$ cat config.mk
export PLATFORM = sky130hd
export DESIGN_NAME = fetch_top
export DESIGN_NICKNAME = d
export VERILOG_FILES = /design/src/hw/fetch_pkg.sv /design/src/hw/imem_port_if.sv /design/src/hw/fetch_top.sv /design/src/hw/fetch_collect.sv /design/src/hw/imem_bank.sv /design/src/hw/fetch_issue.sv
export SDC_FILE = /design/constraint.sdc
export NUM_CORES = 2
export LEC_CHECK = 0
export ABC_AREA = 1
export BUFFER_PORTS_ARGS = -buffer_cell sky130_fd_sc_hd__buf_2
export CAP_MARGIN = 15
export CORE_MARGIN = 5
export CORE_UTILIZATION = 30
export CTS_CLUSTER_DIAMETER = 40
export DETAILED_ROUTE_END_ITERATION = 6
export GPL_ROUTABILITY_DRIVEN = 0
export PLACE_DENSITY = 0.45
export RECOVER_POWER = 25
export SLEW_MARGIN = 20
export SYNTH_ARGS = -nofsm -noshare
export SYNTH_HDL_FRONTEND = slang
export SYNTH_SLANG_ARGS = --single-unit
$ cat constraint.sdc
create_clock -name clk -period 5.9 [get_ports clk]
set_input_delay 1.18 -clock clk [delete_from_list [all_inputs] [get_ports clk]]
set_output_delay 1.18 -clock clk [all_outputs]
set_load 0.03 [all_outputs]
$ cat src/hw/fetch_pkg.sv
package fetch_pkg;

    // one instruction or one byte address
    typedef logic [31:0] word_t;

    // first instruction after reset, also the base of the memory window
    localparam word_t RESET_PC = 32'h8000_0000;

    // issuer states
    // a word is fetched strictly one at a time, so there is never
    // more than one read in flight
    typedef enum logic [1:0] {
        st_issue,      // read goes out this cycle
        st_wait_mem,   // bank answers next edge
        st_wait_ready  // word held in collector until decode takes it
    } fetch_state_t;

endpackage
$ cat src/hw/imem_port_if.sv
`timescale 1ns/1ps

// one bank's request and response signals
interface imem_port_if #(
    parameter int BANK_DEPTH = 16
);
    import fetch_pkg::*;

    localparam int ROW_W = $clog2(BANK_DEPTH);

    logic             req;    // access strobe
    logic             we;     // 1 = load, 0 = fetch read
    logic [ROW_W-1:0] row;    // word within this bank
    word_t            wdata;  // load data
    logic             rvalid; // one cycle after a read
    word_t            rdata;

    modport issuer (
        output req, we, row, wdata
    );

    modport bank (
        input  req, we, row, wdata,
        output rvalid, rdata
    );

    modport collector (
        input rvalid, rdata
    );

endinterface

$ cat src/hw/fetch_top.sv
`timescale 1ns/1ps

module fetch_top #(
    parameter int NUM_BANKS  = 4,
    parameter int BANK_DEPTH = 16
) (
    input  logic                                    clk,
    input  logic                                    rst,
    input  logic                                    jump_en,
    input  fetch_pkg::word_t                        jump_pc,
    input  logic                                    imem_we,
    input  logic [$clog2(NUM_BANKS*BANK_DEPTH)-1:0] imem_waddr,
    input  fetch_pkg::word_t                        imem_wdata,
    input  logic                                    inst_ready,
    output logic                                    inst_valid,
    output fetch_pkg::word_t                        inst_pc,
    output fetch_pkg::word_t                        inst
);
    import fetch_pkg::*;

    word_t issue_pc; // pc of the word in flight
    logic  accept;   // decode took the held word

    // one port per bank
    imem_port_if #(.BANK_DEPTH(BANK_DEPTH)) bank_if [NUM_BANKS-1:0] ();

    fetch_issue #(
        .NUM_BANKS (NUM_BANKS),
        .BANK_DEPTH(BANK_DEPTH)
    ) u_issue (
        .clk       (clk),
        .rst       (rst),
        .jump_en   (jump_en),
        .jump_pc   (jump_pc),
        .accept    (accept),
        .imem_we   (imem_we),
        .imem_waddr(imem_waddr),
        .imem_wdata(imem_wdata),
        .issue_pc  (issue_pc),
        .banks     (bank_if)
    );

    // interleaved banks, word index mod NUM_BANKS picks one
    for (genvar i = 0; i < NUM_BANKS; i++) begin : g_bank
        imem_bank #(
            .BANK_DEPTH(BANK_DEPTH)
        ) u_bank (
            .clk (clk),
            .port(bank_if[i])
        );
    end

    fetch_collect #(
        .NUM_BANKS(NUM_BANKS)
    ) u_collect (
        .clk       (clk),
        .rst       (rst),
        .banks     (bank_if),
        .issue_pc  (issue_pc),
        .inst_ready(inst_ready),
        .inst_valid(inst_valid),
        .inst_pc   (inst_pc),
        .inst      (inst),
        .accept    (accept)
    );

endmodule

$ cat src/hw/fetch_collect.sv
`timescale 1ns/1ps

module fetch_collect #(
    parameter int NUM_BANKS = 4
) (
    input  logic             clk,
    input  logic             rst,
    imem_port_if.collector   banks [NUM_BANKS-1:0],
    input  fetch_pkg::word_t issue_pc,
    input  logic             inst_ready,
    output logic             inst_valid,
    output fetch_pkg::word_t inst_pc,
    output fetch_pkg::word_t inst,
    output logic             accept
);
    import fetch_pkg::*;

    logic [NUM_BANKS-1:0] rv;                    // per-bank rvalid
    word_t                rd_masked [NUM_BANKS]; // rdata, zero unless valid
    logic                 rsp_valid;
    word_t                rsp_data;

    for (genvar i = 0; i < NUM_BANKS; i++) begin : g_rsp
        assign rv[i]        = banks[i].rvalid;
        assign rd_masked[i] = banks[i].rvalid ? banks[i].rdata : '0;
    end

    // at most one bank answers, so an OR is enough
    always_comb begin
        rsp_data = '0;
        for (int i = 0; i < NUM_BANKS; i++) begin
            rsp_data = rsp_data | rd_masked[i];
        end
    end

    assign rsp_valid = |rv;
    assign accept    = inst_valid && inst_ready; // transfer cycle pulse

    // valid flag
    always_ff @(posedge clk) begin
        if (rst) begin
            inst_valid <= 1'b0;
        end else if (rsp_valid) begin
            inst_valid <= 1'b1;
        end else if (accept) begin
            inst_valid <= 1'b0; // next word is at least 3 cycles away
        end
    end

    // payload, held stable until the transfer
    always_ff @(posedge clk) begin
        if (rsp_valid) begin
            inst    <= rsp_data;
            inst_pc <= issue_pc; // pc only moves on accept
        end
    end

endmodule

$ cat src/hw/imem_bank.sv
`timescale 1ns/1ps

// one interleaved slice of instruction memory
module imem_bank #(
    parameter int BANK_DEPTH = 16
) (
    input  logic     clk,
    imem_port_if.bank port
);
    import fetch_pkg::*;

    word_t mem [BANK_DEPTH]; // no init, program comes in over the load port

    // loads
    always_ff @(posedge clk) begin
        if (port.req && port.we) begin
            mem[port.row] <= port.wdata;
        end
    end

    // registered read, answer one cycle after req
    always_ff @(posedge clk) begin
        port.rvalid <= port.req && !port.we; // single cycle pulse
        if (port.req && !port.we) begin
            port.rdata <= mem[port.row];
        end
    end

endmodule

$ cat src/hw/fetch_issue.sv
`timescale 1ns/1ps

module fetch_issue #(
    parameter int NUM_BANKS  = 4,
    parameter int BANK_DEPTH = 16
) (
    input  logic                                   clk,
    input  logic                                   rst,
    input  logic                                   jump_en,
    input  fetch_pkg::word_t                       jump_pc,
    input  logic                                   accept,
    input  logic                                   imem_we,
    input  logic [$clog2(NUM_BANKS*BANK_DEPTH)-1:0] imem_waddr,
    input  fetch_pkg::word_t                       imem_wdata,
    output fetch_pkg::word_t                       issue_pc,
    imem_port_if.issuer                            banks [NUM_BANKS-1:0]
);
    import fetch_pkg::*;

    localparam int IDX_W  = $clog2(NUM_BANKS * BANK_DEPTH); // word index over all banks
    localparam int BANK_W = $clog2(NUM_BANKS);
    localparam int ROW_W  = $clog2(BANK_DEPTH);

    fetch_state_t      state;
    word_t             pc;
    word_t             pc_off;    // byte offset from the memory base
    logic [IDX_W-1:0]  rd_idx;    // word index of pc, wraps with total size
    logic              rd_go;     // fetch read this cycle
    logic              ld_go;     // program load this cycle
    logic [BANK_W-1:0] sel_bank;
    logic [ROW_W-1:0]  sel_row;

    // index rule: low bits pick the bank, the rest the row
    always_comb begin
        pc_off = pc - RESET_PC;
        rd_idx = pc_off[IDX_W+1:2]; // drop byte bits, upper bits wrap away

        // no reads while rst is high, that is the load window
        rd_go = (state == st_issue) && !rst;
        ld_go = imem_we && (state == st_issue) && !rd_go;

        // loads use the same interleave as fetches
        if (rd_go) begin
            sel_bank = rd_idx[BANK_W-1:0];
            sel_row  = rd_idx[IDX_W-1:BANK_W];
        end else begin
            sel_bank = imem_waddr[BANK_W-1:0];
            sel_row  = imem_waddr[IDX_W-1:BANK_W];
        end
    end

    // only the selected bank sees req
    for (genvar i = 0; i < NUM_BANKS; i++) begin : g_port
        assign banks[i].req   = (rd_go || ld_go) && (sel_bank == BANK_W'(i));
        assign banks[i].we    = ld_go;
        assign banks[i].row   = sel_row;   // broadcast, req qualifies it
        assign banks[i].wdata = imem_wdata;
    end

    always_ff @(posedge clk) begin
        if (rst) begin
            state <= st_issue;
            pc    <= RESET_PC;
        end else begin
            case (state)
                st_issue: begin
                    state <= st_wait_mem; // read went out this cycle
                end
                st_wait_mem: begin
                    state <= st_wait_ready; // collector registers the word now
                end
                st_wait_ready: begin
                    // redirect sampled only on the transfer cycle
                    if (accept) begin
                        state <= st_issue;
                        pc    <= jump_en ? jump_pc : pc + 32'd4;
                    end
                end
                default: state <= st_issue;
            endcase
        end
    end

    // pc stays put until accept, so it tags the word in flight
    assign issue_pc = pc;

endmodule

==> key figures <==
Power
  – Net Sw Frac: between 20% and 30%
  – Power per cell area: 389 nW/µm²
  – Clock network power share: 49.4%
  – Peak VDD IR: roughly 0.00023 V
  – Comb power frac: 10.0%
  – Internal power: approximately 33 mW
  – Switching power: 11.9 mW
  – LEAKAGE: 45.9 nW
  – Seq pwr share: 40.5%

Timing
  – Hold slack: 0.445 ns
  – Final setup viols: 0
  – Fin Clk Skew: 0.0690 ns
  – Period Utilization, post-route: slightly below 80%
  – Final Hold Fails: 0
  – Relative slew slack: -201%
  – Final min period: 4.55 ns
  – Sum Neg Setup Slack: 0 ns
  – Measured slew at the worst slew-check pin: 4.52 ns
  – F_max: 220 MHz
  – Max Slew Vio Count: between 1k and 1.5k
  – RSZ-0062 raised after global routing: false

Die
  – Initial Utilization: 30.1%
  – Io pins: 140
  – # rows: between 200 and 250
  – Die width: a little under 600 µm
  – Die footprint: 334000 µm²
  – Core area: 321000 µm²
  – Die height: 578 µm

Global route
  – GR Overflow Total: 0
  – Largest net degree at the start of global routing: 136
  – Initial antenna violation count: 19
  – Wire length of the first global-routing pass: 490000 µm
  – Vias in the first global route: between 60k and 70k
  – Total track usage: 19.9%

Final layout
  – Post-layout nets: 9476
  – Area Growth Syn to Fin: 19.8%
  – Multi-input logic area: ~26000 µm²
  – Final cell count without fillers: 14.0k
  – Reg area: 68000 µm²
  – Layout cells sized above 1: 10.5%
  – Fillers: 31.8k

Yosys
  – Yosys reg bits: 2279
  – Average size of a mapped cell: 10.4 µm²
  – Sequential-to-total area share from yosys stat: 70.3%
  – Synth area leader: edfxtp_1
  – Mapped Area: around 97000 µm²
  – Largest family of logic cells by synthesized area: simple AND/OR/NAND/NOR gates
  – Post-synthesis simple-gate area fraction: 25.5%
  – Syn nets: 9343
  – Synth Area in Compound Gates: 0.305%
  – Multiplexer area fraction after synthesis: 0%
  – Synth warn: 0
  – Synth Area in Adders: less than 1%
  – XOR/XNOR Fraction of Synth Area: less than 1%
  – Cells after synthesis: 9267
  – Area share of the largest cell type after synthesis: 69.5%
  – Count of cell types in the netlist: 33
  – Top cells by area, synth: edfxtp_1 70%, nand2_1 17%, nand3_1 7.5%

Route
  – DR WL/cell: 24.3 µm
  – Initial drt markers: 6805
  – Routed WL: 341000 µm
  – TritonRoute pass-1 iters: 6
  – Routed Antenna Nets: 0
  – Vias/cell: 4.93
  – Vias after detailed routing: 69.1k
  – DR DRC count: 0

Setup path
  – WP data required: 5.88 ns
  – Crit-path max FO: 64
  – CP Capture Type: flop
  – Critical path buffer and inverter count: 2
  – Slowest cell on the critical path: clkbuf_1
  – Critical path startpoint category: input pin
  – CP Cell Sequence: buf_2 > clkbuf_1
  – Arrival time of the worst setup path: 4.53 ns
  – Largest delay contributor family on the critical path: buffers and inverters
  – CP max stage delay: approximately 3.1 ns
  – Setup Crit Path Kind: in -> reg

Clocking
  – Clk sinks: 2279
  – Skew-Pair Late Insertion Delay: 0.90 ns
  – H-tree depth: 5
  – Worst-path clk slew: 0.05 ns
  – CTS max path bufs: 4
  – Post-CTS setup buffers: 0
  – Root Driver: clkbuf_16
  – PostCTS Resize Cnt: 0
  – Hold_buf cts: 0
  – Num CTS Buffers: roughly 380
  – CTS tree: done

Placement
  – PortBufs: 139
  – Placed Cells: between 10k and 15k
  – Post-DP HPWL: 177000 µm

Run status
  – Status: finished with violations
  – Violated checks: capacitance limit, slew limit

Flow run
  – Max cap viols: 30

Min path
  – HP Class: reg -> reg
[power by group through the flow]
| stage | logic, mW | registers [mW] | clock network [mW] |
|---|---|---|---|
| after floorplan | 2.45 | 18.6 | 0 |
| after global placement | 4.54 | 18.6 | 0 |
| after detailed placement | 4.53 | 18.6 | 0 |
| after CTS | 4.55 | 18.3 | 22.7 |
| after global routing | 4.96 | 18.3 | 23.4 |
| final | 4.53 | 18.3 | 22.3 |
[metal layers]
layer  vias to the layer above  part of all wire, %  track usage, %
li1                      31600                    -               -
met1                     34500                   45            28.6
met2                      2510                   45            31.1
met3                       536                  6.6            2.93
met4                         0                  3.3            6.35
met5                         -                    0               0
[cells by family after synthesis]
logic type | Yosys count
and+or+nand+nor | 6047
AOI/OAI and AO/OA | 52
xor gates and xnor gates | 2
DFF | 2279
adders and majority gates | 1
buffers and inverters | 886
[synthesized netlist by cell type]
library cell	n
inv_1	297
xnor2_1	1
a31oi_1	4
o211ai_1	1
nand3_2	1
buf_4	1
clkbuf_1	221
nor2_4	1
dfxtp_1	39
nand2_2	1
o21ai_0	14
nor3_1	8
xor2_1	1
o21bai_1	1
a211oi_1	3
nor4_1	5
or2_2	3
nand3b_1	3
nor2_2	7
buf_1	52
a22oi_1	4
and2_1	2
buf_2	310
edfxtp_1	2240
ha_1	1
nand4_1	39
o21ai_1	2
nor2_1	149
a21oi_1	21
o21ai_2	2
nand3_1	1449
inv_2	5
nand2_1	4379
[stage by stage]
| step | utilization [%] | power, mW | worst slack (ns) | instance area, µm² |
|---|---|---|---|---|
| CTS | 36.1 | 45.5 | 2.09 | 116000 |
| finish | 36.1 | 45.1 | 1.35 | 116000 |
| floorplan | - | 21.1 | 0.236 | 96800 |
| detailed placement | 32.1 | 23.1 | 1.19 | 103000 |
| global placement | 32.1 | 23.1 | 1.21 | 103000 |
| global route | 36.1 | 46.6 | 1.27 | 116000 |
[cell usage in the layout (no fill, tap or decap), types with 5 or more instances in the layout]
cell	instances
nor3_1	8
a21oi_1	21
buf_12	64
dfxtp_1	38
clkbuf_1	66
clkbuf_16	382
diode_2	17
buf_4	121
nand3_1	1448
o21ai_0	14
nor2_1	83
nor2_2	5
nand2_1	4376
inv_16	6
bufinv_16	47
clkinvlp_4	37
inv_1	296
inv_8	6
nor2_4	69
nand4_1	39
edfxtp_1	2240
inv_6	45
clkinv_4	37
buf_2	121
clkinv_8	6
clkinv_2	49
clkinv_1	36
[cell type report]
cell class | instances | area share (%)
Multi-Input combinational cell | 6102 | 22.1
Clock buffer | 417 | 8.37
Inverter | 302 | 0.985
Timing Repair Buffer | 338 | 2.51
Antenna cell | 17 | 0.0367
Clock inverter | 269 | 2.69
Tap cell | 4305 | 4.65
Sequential cell | 2279 | 58.7
[sequential cells by signal, summed over array words and instances (netlist names)]
name                       cells
g_bank.u_bank.mem           2048
u_collect.inst_valid           1
u_issue.issue_pc              32
u_issue.state                  2
g_bank.u_bank.port.rdata     128
u_collect.inst                32
g_bank.u_bank.port.rvalid      4
u_collect.inst_pc             32
[path summary, 6_finish.rpt]
path              cells past startpoint                             start  slack (ns)                                     to
setup reg to reg                      8     u_issue.state[0]$_SDFFE_PP0P_        1.98  g_bank[2].u_bank.mem[1][11]$_DFFE_PP_
hold reg to reg                       0  u_issue.issue_pc[0]$_SDFFE_PP0P_        0.45         u_collect.inst_pc[0]$_DFFE_PP_
setup / recovery                      2                     imem_wdata[9]        1.35  g_bank[1].u_bank.mem[14][9]$_DFFE_PP_
hold / removal                        0  u_issue.issue_pc[0]$_SDFFE_PP0P_        0.45         u_collect.inst_pc[0]$_DFFE_PP_
(Power assumes the default switching activity.)
